[src/div_settings.svh]
// Width and timing settings shared by the division unit and its testbench
// DIV_LATENCY counts enabled clock cycles only, from the accepting edge
// to the edge that raises data_valid_o

`ifndef DIV_SETTINGS_SVH
`define DIV_SETTINGS_SVH

// Operand and result width in bits
`define DIV_DATA_WIDTH 32

// ------------------------------
// Fixed latency of one operation
// ------------------------------
// One input register, one load cycle, one cycle per quotient bit,
// one restore cycle, one finish cycle and one output register
`define DIV_LATENCY (`DIV_DATA_WIDTH + 4)

`endif

[src/div_pkg.sv]
// Types shared by the blocks of the division unit
// The operation encoding follows the order DIV, DIVU, REM, REMU

package div_pkg;

    // The four M-extension divide operations
    typedef enum logic [1:0] {
        DIV  = 2'b00,
        DIVU = 2'b01,
        REM  = 2'b10,
        REMU = 2'b11
    } div_operation_t;

    // Which result of the division leaves the unit
    typedef enum logic {
        QUOTIENT  = 1'b0,
        REMAINDER = 1'b1
    } div_select_t;

    // Control states of the sequential divider core
    typedef enum logic [1:0] {
        DIV_IDLE    = 2'b00,
        DIV_ITERATE = 2'b01,
        DIV_RESTORE = 2'b10,
        DIV_FINISH  = 2'b11
    } div_state_t;

endpackage : div_pkg

[src/div_operand_conditioner.sv]
// Input side of the division unit
// Operands are registered only on an accepted operation; the outputs then
// hold until the next acceptance. Signed operands become magnitudes here

`timescale 1ns/1ps

`include "div_settings.svh"

module div_operand_conditioner (
    input  logic                         clk_i,
    input  logic                         rst_n_i,
    input  logic                         clk_en_i,
    input  logic                         data_valid_i,
    input  logic                         accept_i,
    input  logic [`DIV_DATA_WIDTH - 1:0] dividend_i,
    input  logic [`DIV_DATA_WIDTH - 1:0] divisor_i,
    input  div_pkg::div_operation_t      operation_i,
    output logic [`DIV_DATA_WIDTH - 1:0] dividend_mag_o,
    output logic [`DIV_DATA_WIDTH - 1:0] divisor_mag_o,
    output logic                         start_o,
    output logic                         negate_quotient_o,
    output logic                         negate_remainder_o,
    output div_pkg::div_select_t         result_select_o
);

    import div_pkg::*;

    logic                         is_signed;
    logic                         dividend_neg;
    logic                         divisor_neg;
    logic                         load;
    logic [`DIV_DATA_WIDTH - 1:0] dividend_mag;
    logic [`DIV_DATA_WIDTH - 1:0] divisor_mag;
    div_select_t                  result_select;

    // ------------------------------
    // Sign handling
    // ------------------------------

    // Only DIV and REM look at the operand signs
    assign is_signed = (operation_i == DIV) || (operation_i == REM);

    assign dividend_neg = is_signed & dividend_i[`DIV_DATA_WIDTH - 1];
    assign divisor_neg  = is_signed & divisor_i[`DIV_DATA_WIDTH - 1];

    // Two's-complement magnitude; the most negative value maps onto itself,
    // which reads correctly as an unsigned magnitude
    assign dividend_mag = dividend_neg ? (~dividend_i + 1'b1) : dividend_i;
    assign divisor_mag  = divisor_neg ? (~divisor_i + 1'b1) : divisor_i;

    // REM and REMU deliver the remainder, DIV and DIVU the quotient
    assign result_select = ((operation_i == REM) || (operation_i == REMU)) ? REMAINDER : QUOTIENT;

    // Load strobe for the operand registers
    assign load = accept_i & data_valid_i;

    // ------------------------------
    // Registers
    // ------------------------------

    // Magnitudes for the core, captured on acceptance
    always_ff @(posedge clk_i) begin
        if (load) begin
            dividend_mag_o <= dividend_mag;
            divisor_mag_o  <= divisor_mag;
        end
    end

    // Start pulse trails the acceptance by one enabled cycle
    always_ff @(posedge clk_i) begin
        if (!rst_n_i) begin
            start_o            <= 1'b0;
            negate_quotient_o  <= 1'b0;
            negate_remainder_o <= 1'b0;
            result_select_o    <= QUOTIENT;
        end else if (clk_en_i) begin
            start_o <= load;
            if (load) begin
                // Quotient is negative when exactly one operand is
                negate_quotient_o  <= dividend_neg ^ divisor_neg;
                // Remainder takes the sign of the dividend
                negate_remainder_o <= dividend_neg;
                result_select_o    <= result_select;
            end
        end
    end

endmodule : div_operand_conditioner

[src/non_restoring_divider.sv]
// Sequential non-restoring divider on unsigned magnitudes
// One quotient bit per enabled cycle. A start while busy is ignored
// With a zero divisor the quotient is all ones and the remainder is the dividend

`timescale 1ns/1ps

module non_restoring_divider #(
    parameter int DATA_WIDTH = 32
) (
    input  logic                    clk_i,
    input  logic                    rst_n_i,
    input  logic                    clk_en_i,
    input  logic [DATA_WIDTH - 1:0] dividend_i,
    input  logic [DATA_WIDTH - 1:0] divisor_i,
    input  logic                    data_valid_i,
    output logic [DATA_WIDTH - 1:0] quotient_o,
    output logic [DATA_WIDTH - 1:0] remainder_o,
    output logic                    divide_by_zero_o,
    output logic                    data_valid_o,
    output logic                    idle_o
);

    import div_pkg::*;

    localparam int CNT_WIDTH = $clog2(DATA_WIDTH);
    localparam logic [CNT_WIDTH - 1:0] LAST_ITERATION = CNT_WIDTH'(DATA_WIDTH - 1);

    div_state_t              state_q;
    logic [CNT_WIDTH - 1:0]  iteration_q;

    // Partial remainder carries one extra bit for its sign
    logic [DATA_WIDTH:0]     partial_q;
    // Dividend bits shift out of the top while quotient bits enter at the bottom
    logic [DATA_WIDTH - 1:0] quotient_q;
    logic [DATA_WIDTH - 1:0] divisor_q;

    logic [DATA_WIDTH:0]     divisor_ext;
    logic [DATA_WIDTH:0]     shifted;
    logic [DATA_WIDTH:0]     next_partial;
    logic                    load;

    // ------------------------------
    // Iteration datapath
    // ------------------------------

    assign divisor_ext = {1'b0, divisor_q};

    // Shift the next dividend bit into the partial remainder
    assign shifted = {partial_q[DATA_WIDTH - 1:0], quotient_q[DATA_WIDTH - 1]};

    // A negative partial remainder adds the divisor back, a positive one subtracts it
    assign next_partial = partial_q[DATA_WIDTH] ? (shifted + divisor_ext)
                                                : (shifted - divisor_ext);

    assign load = data_valid_i && (state_q == DIV_IDLE);

    always_ff @(posedge clk_i) begin
        if (clk_en_i) begin
            unique case (state_q)
                DIV_IDLE: begin
                    if (load) begin
                        partial_q  <= '0;
                        quotient_q <= dividend_i;
                        divisor_q  <= divisor_i;
                    end
                end

                DIV_ITERATE: begin
                    partial_q <= next_partial;
                    // Quotient bit is set when the new partial remainder is not negative
                    quotient_q <= {quotient_q[DATA_WIDTH - 2:0], ~next_partial[DATA_WIDTH]};
                end

                DIV_RESTORE: begin
                    // Bring a negative final remainder back into range
                    if (partial_q[DATA_WIDTH]) begin
                        partial_q <= partial_q + divisor_ext;
                    end
                end

                default: begin
                    partial_q <= partial_q;
                end
            endcase
        end
    end

    // ------------------------------
    // Control FSM
    // ------------------------------

    always_ff @(posedge clk_i) begin
        if (!rst_n_i) begin
            state_q          <= DIV_IDLE;
            iteration_q      <= '0;
            divide_by_zero_o <= 1'b0;
            data_valid_o     <= 1'b0;
        end else if (clk_en_i) begin
            // Valid is a single-cycle pulse unless the finish state sets it
            data_valid_o <= 1'b0;

            unique case (state_q)
                DIV_IDLE: begin
                    if (load) begin
                        state_q          <= DIV_ITERATE;
                        iteration_q      <= '0;
                        divide_by_zero_o <= (divisor_i == '0);
                    end
                end

                DIV_ITERATE: begin
                    iteration_q <= iteration_q + 1'b1;
                    if (iteration_q == LAST_ITERATION) begin
                        state_q <= DIV_RESTORE;
                    end
                end

                DIV_RESTORE: begin
                    state_q <= DIV_FINISH;
                end

                DIV_FINISH: begin
                    data_valid_o <= 1'b1;
                    state_q      <= DIV_IDLE;
                end

                default: begin
                    state_q <= DIV_IDLE;
                end
            endcase
        end
    end

    // Results hold in the working registers until the next load
    assign quotient_o  = quotient_q;
    assign remainder_o = partial_q[DATA_WIDTH - 1:0];

    assign idle_o = (state_q == DIV_IDLE);

endmodule : non_restoring_divider

[src/div_result_corrector.sv]
// Output side of the division unit
// Results arrive as unsigned magnitudes from the core and leave signed
// as the operation requires. result_o holds until the next core result

`timescale 1ns/1ps

`include "div_settings.svh"

module div_result_corrector (
    input  logic                         clk_i,
    input  logic                         rst_n_i,
    input  logic                         clk_en_i,
    input  logic [`DIV_DATA_WIDTH - 1:0] quotient_i,
    input  logic [`DIV_DATA_WIDTH - 1:0] remainder_i,
    input  logic                         zero_divisor_i,
    input  logic                         core_valid_i,
    input  logic                         negate_quotient_i,
    input  logic                         negate_remainder_i,
    input  div_pkg::div_select_t         result_select_i,
    output logic [`DIV_DATA_WIDTH - 1:0] result_o,
    output logic                         data_valid_o,
    output logic                         divide_by_zero_o
);

    import div_pkg::*;

    logic [`DIV_DATA_WIDTH - 1:0] signed_quotient;
    logic [`DIV_DATA_WIDTH - 1:0] signed_remainder;
    logic [`DIV_DATA_WIDTH - 1:0] selected;
    logic                         fix_quotient;

    // ------------------------------
    // Sign restore
    // ------------------------------

    // A zero divisor keeps the all-ones quotient whatever the operand signs
    assign fix_quotient = negate_quotient_i & ~zero_divisor_i;

    assign signed_quotient = fix_quotient ? (~quotient_i + 1'b1) : quotient_i;

    // For a zero divisor the core hands back the dividend magnitude,
    // so restoring the dividend sign yields the original dividend
    assign signed_remainder = negate_remainder_i ? (~remainder_i + 1'b1) : remainder_i;

    assign selected = (result_select_i == REMAINDER) ? signed_remainder : signed_quotient;

    // ------------------------------
    // Output registers
    // ------------------------------

    // Result register only loads on a core result
    always_ff @(posedge clk_i) begin
        if (clk_en_i && core_valid_i) begin
            result_o <= selected;
        end
    end

    always_ff @(posedge clk_i) begin
        if (!rst_n_i) begin
            data_valid_o     <= 1'b0;
            divide_by_zero_o <= 1'b0;
        end else if (clk_en_i) begin
            // One-cycle pulse following the core pulse
            data_valid_o <= core_valid_i;
            // Zero flag stays with the result it belongs to
            if (core_valid_i) begin
                divide_by_zero_o <= zero_divisor_i;
            end
        end
    end

endmodule : div_result_corrector

[src/division_unit.sv]
// RV32 M-extension division unit for DIV, DIVU, REM and REMU
// One operation at a time, DIV_LATENCY enabled cycles each; data_valid_i is
// ignored while idle_o is low. idle_o is high again in the result cycle

`timescale 1ns/1ps

`include "div_settings.svh"

module division_unit (
    input  logic                         clk_i,
    input  logic                         rst_n_i,
    input  logic                         clk_en_i,
    input  logic [`DIV_DATA_WIDTH - 1:0] dividend_i,
    input  logic [`DIV_DATA_WIDTH - 1:0] divisor_i,
    input  logic                         data_valid_i,
    input  div_pkg::div_operation_t      operation_i,
    output logic [`DIV_DATA_WIDTH - 1:0] result_o,
    output logic                         data_valid_o,
    output logic                         divide_by_zero_o,
    output logic                         idle_o
);

    import div_pkg::*;

    logic [`DIV_DATA_WIDTH - 1:0] dividend_mag;
    logic [`DIV_DATA_WIDTH - 1:0] divisor_mag;
    logic [`DIV_DATA_WIDTH - 1:0] quotient;
    logic [`DIV_DATA_WIDTH - 1:0] remainder;
    logic                         start;
    logic                         negate_quotient;
    logic                         negate_remainder;
    div_select_t                  result_select;
    logic                         zero_divisor;
    logic                         core_valid;
    logic                         core_idle;
    logic                         accept;
    logic                         busy_q;

    // ------------------------------
    // Acceptance and busy tracking
    // ------------------------------

    assign accept = data_valid_i & clk_en_i & idle_o;

    // Busy spans acceptance up to the edge that raises data_valid_o
    always_ff @(posedge clk_i) begin
        if (!rst_n_i) begin
            busy_q <= 1'b0;
        end else if (clk_en_i) begin
            if (accept) begin
                busy_q <= 1'b1;
            end else if (core_valid) begin
                busy_q <= 1'b0;
            end
        end
    end

    assign idle_o = ~busy_q & core_idle;

    div_operand_conditioner operand_conditioner_inst (
        .clk_i              (clk_i),
        .rst_n_i            (rst_n_i),
        .clk_en_i           (clk_en_i),
        .data_valid_i       (data_valid_i),
        .accept_i           (accept),
        .dividend_i         (dividend_i),
        .divisor_i          (divisor_i),
        .operation_i        (operation_i),
        .dividend_mag_o     (dividend_mag),
        .divisor_mag_o      (divisor_mag),
        .start_o            (start),
        .negate_quotient_o  (negate_quotient),
        .negate_remainder_o (negate_remainder),
        .result_select_o    (result_select)
    );

    // Core result pulse comes DIV_DATA_WIDTH + 2 cycles after its start edge
    non_restoring_divider #(
        .DATA_WIDTH (`DIV_DATA_WIDTH)
    ) divider_inst (
        .clk_i            (clk_i),
        .rst_n_i          (rst_n_i),
        .clk_en_i         (clk_en_i),
        .dividend_i       (dividend_mag),
        .divisor_i        (divisor_mag),
        .data_valid_i     (start),
        .quotient_o       (quotient),
        .remainder_o      (remainder),
        .divide_by_zero_o (zero_divisor),
        .data_valid_o     (core_valid),
        .idle_o           (core_idle)
    );

    div_result_corrector result_corrector_inst (
        .clk_i              (clk_i),
        .rst_n_i            (rst_n_i),
        .clk_en_i           (clk_en_i),
        .quotient_i         (quotient),
        .remainder_i        (remainder),
        .zero_divisor_i     (zero_divisor),
        .core_valid_i       (core_valid),
        .negate_quotient_i  (negate_quotient),
        .negate_remainder_i (negate_remainder),
        .result_select_i    (result_select),
        .result_o           (result_o),
        .data_valid_o       (data_valid_o),
        .divide_by_zero_o   (divide_by_zero_o)
    );

endmodule : division_unit

[config.mk]
export PLATFORM = sky130hd
export DESIGN_NAME = division_unit
export DESIGN_NICKNAME = d
export VERILOG_FILES = /design/src/div_pkg.sv /design/src/div_operand_conditioner.sv /design/src/non_restoring_divider.sv /design/src/div_result_corrector.sv /design/src/division_unit.sv
export VERILOG_INCLUDE_DIRS = /design/src /design/src/src
export SDC_FILE = /design/constraint.sdc
export NUM_CORES = 1
export LEC_CHECK = 0
export ABC_AREA = 0
export BUFFER_PORTS_ARGS = -buffer_cell sky130_fd_sc_hd__buf_2
export CORE_ASPECT_RATIO = 0.5
export CORE_MARGIN = 2
export CORE_UTILIZATION = 46
export CTS_BUF_LIST = sky130_fd_sc_hd__clkbuf_16
export CTS_CLUSTER_SIZE = 25
export DETAILED_ROUTE_END_ITERATION = 8
export GPL_TIMING_DRIVEN = 0
export PLACE_DENSITY = 0.73
export SLEW_MARGIN = 10
export SYNTH_ARGS = -nofsm -noshare
export SYNTH_HDL_FRONTEND = slang
export SYNTH_SLANG_ARGS = --single-unit
[constraint.sdc]
create_clock -name clk_i -period 5.5 [get_ports clk_i]
set_clock_uncertainty 0.15 [all_clocks]
set_input_delay 0 -clock clk_i [delete_from_list [all_inputs] [get_ports clk_i]]
set_output_delay 0 -clock clk_i [all_outputs]
set_load 0.05 [all_outputs]
* After elaboration in Yosys (flattened, before gate mapping)
Cells that the tools add are included.
** Word-level totals
- Register bits after elaboration :: 209
- Bits in latches :: 0
- Bits in writable memories :: 0
- Memory bits (read-only) :: 0
- Bits of input ports :: 70
- Output and inout port bits :: 35
- Word-level logic and storage cells :: 88
- Memories kept :: 0
** Operators by class
- Add/subtract/negate cells :: 8
- Multipliers :: 0
- Divide/modulo/power cells :: 0
- Magnitude comparators :: 0
- Equal/unequal tests :: 9
- Shifts and indexed selects :: 0
- Muxes and demuxes :: 20
- Bitwise logic cells :: 15
- Reductions and logical operators :: 18
** Operator list (number)
- $mux 32 :: 6
- $add 32x1->32 const B :: 4
- $not 32->32 :: 4
- $mux 33 :: 3
- $pmux 33 s3 :: 1
- $add 33x32->33 :: 2
- $pmux 32 s2 :: 1
- $sub 33x32->33 :: 1
- $logic_not 32->1 :: 1
- $reduce_and 3->1 :: 4
- $pmux 5 s2 :: 1
- $eq 2x2->1 const B :: 4
- $pmux 2 s4 :: 1
- $and 1x1->1 :: 7
- $ne 2x1->1 const B :: 3
- $reduce_and 2->1 :: 3
- $add 5x1->5 const B :: 1
- $eq 5x5->1 const B :: 1
- $mux 5 :: 1
- $logic_not 2->1 :: 2
- $mux 1 :: 4
- $mux 2 :: 2
- $reduce_and 4->1 :: 1
- $reduce_bool 2->1 :: 2
- other kinds (6) :: 10

* Logic depth before layout (Yosys ltp)
- Depth in word-level cells :: 5
- Mapped depth :: 17

* Hierarchy
Synthesis repeated with hierarchy kept, for this count alone.
** Unflattened totals
- Cells, all modules :: 1436
- Area, all modules :: 14901.8 µm²
** Modules (own cells, without submodules)
- non_restoring_divider :: instances 1, cells each 838, area each 8311.7 µm², seq. area each 3093.0 µm²
- div_operand_conditioner :: instances 1, cells each 296, area each 3568.4 µm², seq. area each 2001.9 µm²
- div_result_corrector :: instances 1, cells each 296, area each 2967.8 µm², seq. area each 1001.0 µm²
- division_unit :: instances 1, cells each 6, area each 53.8 µm², seq. area each 20.0 µm²

* Least setup slack after synthesis
No wires, ideal clock.
- Path kind :: reg-to-reg
- Start point :: register divider_inst.divisor_q[11]
- End point :: register divider_inst.partial_q[31] (data pin)
- Setup time :: 0.169 ns
- Arrival :: 4.100 ns
- Data required time :: 5.181 ns
- Path slack :: 1.081 ns
- Cell stages (with the launch flop) :: 16
- Path buffers :: 1
- Path through :: edfxtp_1 or4_4 or4_4 nor3_1 and4b_1 a21oi_1 xor2_1 ha_1 clkbuf_1 and3_1 and3_1 a221oi_1 o21ai_0 a221o_1 o21a_1 o31ai_1
** Between the ends
- Longest elaborated chain between the ends :: 3
** RTL lines
- start, declared :: RTL line non_restoring_divider.sv:35 : logic [DATA_WIDTH - 1:0] divisor_q;
- start signal, assigned :: RTL line non_restoring_divider.sv:64 : divisor_q <= divisor_i;
- $add 33x32->33, or another cell as far along :: RTL line non_restoring_divider.sv:77 : partial_q <= partial_q + divisor_ext;
- $mux 33, on equally long branches :: RTL line non_restoring_divider.sv:76, non_restoring_divider.sv:52
- $pmux 33 s3 * :: RTL line non_restoring_divider.sv:59 : unique case (state_q)
- end signal, assigned :: RTL line non_restoring_divider.sv:69 : partial_q <= next_partial;
- end signal, assigned :: RTL line non_restoring_divider.sv:77
- end signal, assigned :: RTL line non_restoring_divider.sv:82 : partial_q <= partial_q;
- end, declared :: RTL line non_restoring_divider.sv:32 : logic [DATA_WIDTH:0] partial_q;
Mark *: on every way between the ends. The rest lies on a longest branch, timed or not. The select of a mux whose other input is x is not followed.
A chain may end at the register's enable or synchronous reset.

* Worst setup path after layout
- Start point :: register divider_inst.partial_q[32]
- End point :: register divider_inst.partial_q[31] (data pin)
** Between the ends
- Longest elaborated chain between the ends :: 2
** RTL lines
- $mux 33 :: RTL line non_restoring_divider.sv:52 : assign next_partial = partial_q[DATA_WIDTH] ? (shifted + divisor_ext)
- $pmux 33 s3 :: RTL line non_restoring_divider.sv:59
No other way between the ends.

==> results.yml <==
routing:
  drtPass1Iterations: 6
  drt_iter0_markers: 1058
  routedWlPerCell_um: 19.6
  antenna_left: 0
  routed_wl_um: 41700
  vias_per_cell: 5.79
  drc: 0
  num_vias: 12311
synthesis:
  synth_area_leader_cell: "edfxtp_1"
  syn_inst: 1439
  yosys.cell_types.count: 77
  synth_async_sr_flop_share_pct: 0
  synth_commonest_cells: "edfxtp_1 (193), a21oi_1 (112), nand2_1 (105), xor2_1 (102), nor2_1 (97)"
  syn_area_mm2: 0.0144
  ys.flop_type: "edfxtp_1"
  syn_nets: 1587
  synth_edf_count: 193
  synth-warning-count: 0
  netlist.area_leader.share_pct: 40.3
  avgSynthCellArea_um2: 9.98
  seq_area_frac_synth_pct: 42.6
  synth_most_common_cell: "edfxtp_1"
  ys_seq_elements: 209
  synth_area_leaders: "edfxtp_1 (40%), ha_1 (6.6%), xor2_1 (6.2%)"
clock_network:
  clock_sinks: 209
  cts_inserted_buffers: 21
  htree_num_levels: 1
  postCtsSetupRepairBufs: 0
  clkTransAtPathRegs_ns: 0.07
  cts_tree: "done"
  clkLatencyLatePin_ns: 0.51
  cts_buffer_depth: 3
  clock-root-buffer: "clkbuf_16"
global_route:
  grt_first_pass_wirelength_um: 65100
  antenna_found_initial: 1
  track_usage_pct: 25.4
  grt_pass1_vias: 11794
  grt_start_max_net_pins: 65
  grt-ovfl-total: 0
die:
  fp.dieH_um: 129
  top_level_ports: 105
  dieWidth_um: 254
  dieArea_mm2: 0.0327
  initial_core_util_pct: 47.1
  coreArea_mm2: 0.0305
  row_count: 45
timing:
  fin_ws_ns: 0.281
  maxSlewViolCount: 0
  post-route-min-period_ns: 5.22
  report.final.hold_viol_count: 0
  post-route-period-util_pct: 94.9
  max_slew_margin_pct: 23.4
  finalSetupViolCount: 0
  fin_setup_tns_ns: 0
  timing.fmax_mhz: 192
  tightest_slew_ns: 1.14
placement:
  dp_slack_ns: -0.0454
  io_buffers: 103
  place_area_mm2: 0.0154
  hpwl_um: 30200
  gp_congestion: 0.961
power:
  p_per_area_mw_per_mm2: 243
  power.leakage_nw: 6.44
  ir_drop_uv: 158
setup_path:
  crit_chain: "clkbuf_1, clkbuf_1, mux2_2, ha_1, nand3_1, a2111oi_0, nor2_1, a211oi_1, o2111ai_1, a211oi_1, nor3_1, o31ai_1"
  cp.required_ns: 5.61
  startpoint_type: "flip-flop"
  slowest_delay_ns: 0.64
  critPathArrivalTime_ns: 5.33
  regToRegStartpoint: "divider_inst.partial_q[32]$_DFFE_PP_"
  slowest_stage: "a2111oi_0"
  setup.worst_path.class: "flip-flop to flip-flop"
  crit_fanout: 10
  end_kind: "flip-flop"
  startpoint: "divider_inst.partial_q[32]$_DFFE_PP_"
cells_and_area:
  drive_gt1_share_pct: 11.8
  final_nets: 1835
  final_cell_area_mm2: 0.0173
  area_growth_pct: 20.7
min_path:
  holdCritStartpoint: "dividend_i[0]"
  hp-class: "input port to flip-flop"
job:
  max_cap_violations: 0
run_status:
  status: "finished, final reports clean"
worst max-delay path: cells and delay by family (launching register included):
kind / cells / cell delay, ns
multiplexers: 1 / 0.45
AND/OR/NAND/NOR: 3 / 0.38
flip-flops: 1 / 0.33
AO/OA/AOI/OAI: 5 / 2.45
buffers and inverters: 2 / 0.91
adder cells (fa/ha/maj): 1 / 0.28
what timing repair did:
item                                    in CTS  in global routing
hold buffers                               119                  0
hold endpoints to repair                    80                  0
gates resized for setup                      1                  3
pin swaps                                    0                  1
endpoints found under the setup margin       1                  3
gates cloned                                 0                  0
layout by cell type (no fill, tap or decap), types with 10 or more instances in the layout:
| cell | instances |
|---|---|
| dlygate4sd3_1 | 119 |
| o21a_1 | 14 |
| nor3_1 | 36 |
| buf_2 | 104 |
| nor4_1 | 26 |
| and3_1 | 18 |
| nand3_1 | 22 |
| a22oi_1 | 16 |
| nor2b_1 | 29 |
| xor2_1 | 102 |
| a21oi_1 | 112 |
| o31ai_1 | 18 |
| edfxtp_1 | 193 |
| clkbuf_16 | 21 |
| mux2_2 | 33 |
| ha_1 | 76 |
| a31oi_1 | 16 |
| or3_1 | 18 |
| and2_1 | 13 |
| dfxtp_1 | 16 |
| inv_1 | 44 |
| xnor2_1 | 93 |
| nand4_1 | 11 |
| nand2_1 | 105 |
| clkbuf_1 | 38 |
| a21o_1 | 35 |
| nand2b_1 | 17 |
| nor2_1 | 97 |
| o21ai_0 | 96 |
| a21boi_0 | 10 |
stage by stage:
step	instances	hold WS (ns)	total power [mW]	utilization [%]
3_3_place_gp	1965	0.0833	2.67	50.5
6_report	2126	0.0975	4.21	56.8
3_5_place_dp	1968	0.0841	2.68	50.6
4_1_cts	2125	0.0943	4.18	56.7
5_1_grt	2125	0.114	4.37	56.8
2_1_floorplan	1439	-0.0511	2.45	-
sequential cells by signal, summed over array words and instances (netlist names):
register / cells
divider_inst.partial_q: 33
divider_inst.divisor_q: 32
divider_inst.quotient_o: 32
operand_conditioner_inst.dividend_mag_o: 32
operand_conditioner_inst.divisor_mag_o: 32
result_corrector_inst.result_o: 32
divider_inst.iteration_q: 5
divider_inst.state_q: 2
busy_q: 1
divider_inst.data_valid_o: 1
divider_inst.divide_by_zero_o: 1
operand_conditioner_inst.negate_quotient_o: 1
operand_conditioner_inst.negate_remainder_o: 1
operand_conditioner_inst.result_select_o: 1
operand_conditioner_inst.start_o: 1
result_corrector_inst.data_valid_o: 1
result_corrector_inst.divide_by_zero_o: 1
path summary, 6_finish.rpt:
kind / endpoint / slack [ns] / depth (start not counted)
min: operand_conditioner_inst.dividend_mag_o[0]$_DFFE_PP_ / 0.1 / 2
min reg2reg: divider_inst.divisor_q[13]$_DFFE_PP_ / 0.30 / 0
max reg2reg: divider_inst.partial_q[31]$_DFFE_PP_ / 0.28 / 12
max: divider_inst.partial_q[31]$_DFFE_PP_ / 0.28 / 12
cell type report:
| type | instances | area [µm²] |
|---|---|---|
| Fill cell | 2641 | 13200 |
| Sequential cell | 209 | 6120 |
| Clock inverter | 17 | 143 |
| Inverter | 44 | 168 |
| Antenna cell | 1 | 2.50 |
| Clock buffer | 21 | 526 |
| Multi-Input combinational cell | 1141 | 7940 |
| Buffer | 45 | 170 |
| Timing Repair Buffer | 225 | 1740 |
| Tap cell | 423 | 529 |
metal layers:
layer | track usage [%] | share of wire, % | vias up
met3 | 4.29 | 7.0 | 79
met5 | 0 | 0 | -
met4 | 7.51 | 3.0 | 0
met1 | 34.1 | 44 | 5874
li1 | - | - | 5883
met2 | 42.3 | 46 | 475
cell families after synthesis:
logic type	share of synthesized area, %
adders and majority gates	6.90
AOI/OAI and AO/OA	17.4
muxes	3.07
DFF	42.6
buffers and inverters	2.33
xor gates and xnor gates	12.0
and+or+nand+nor	15.8
power by group:
part           internal [mW]  switching (mW)  total, mW
clock                  0.797           0.637       1.43
combinational          0.381           0.491      0.872
sequential              1.83          0.0687       1.90
total                   3.01            1.20       4.21
No activity file was read; power rests on OpenSTA's default activity.
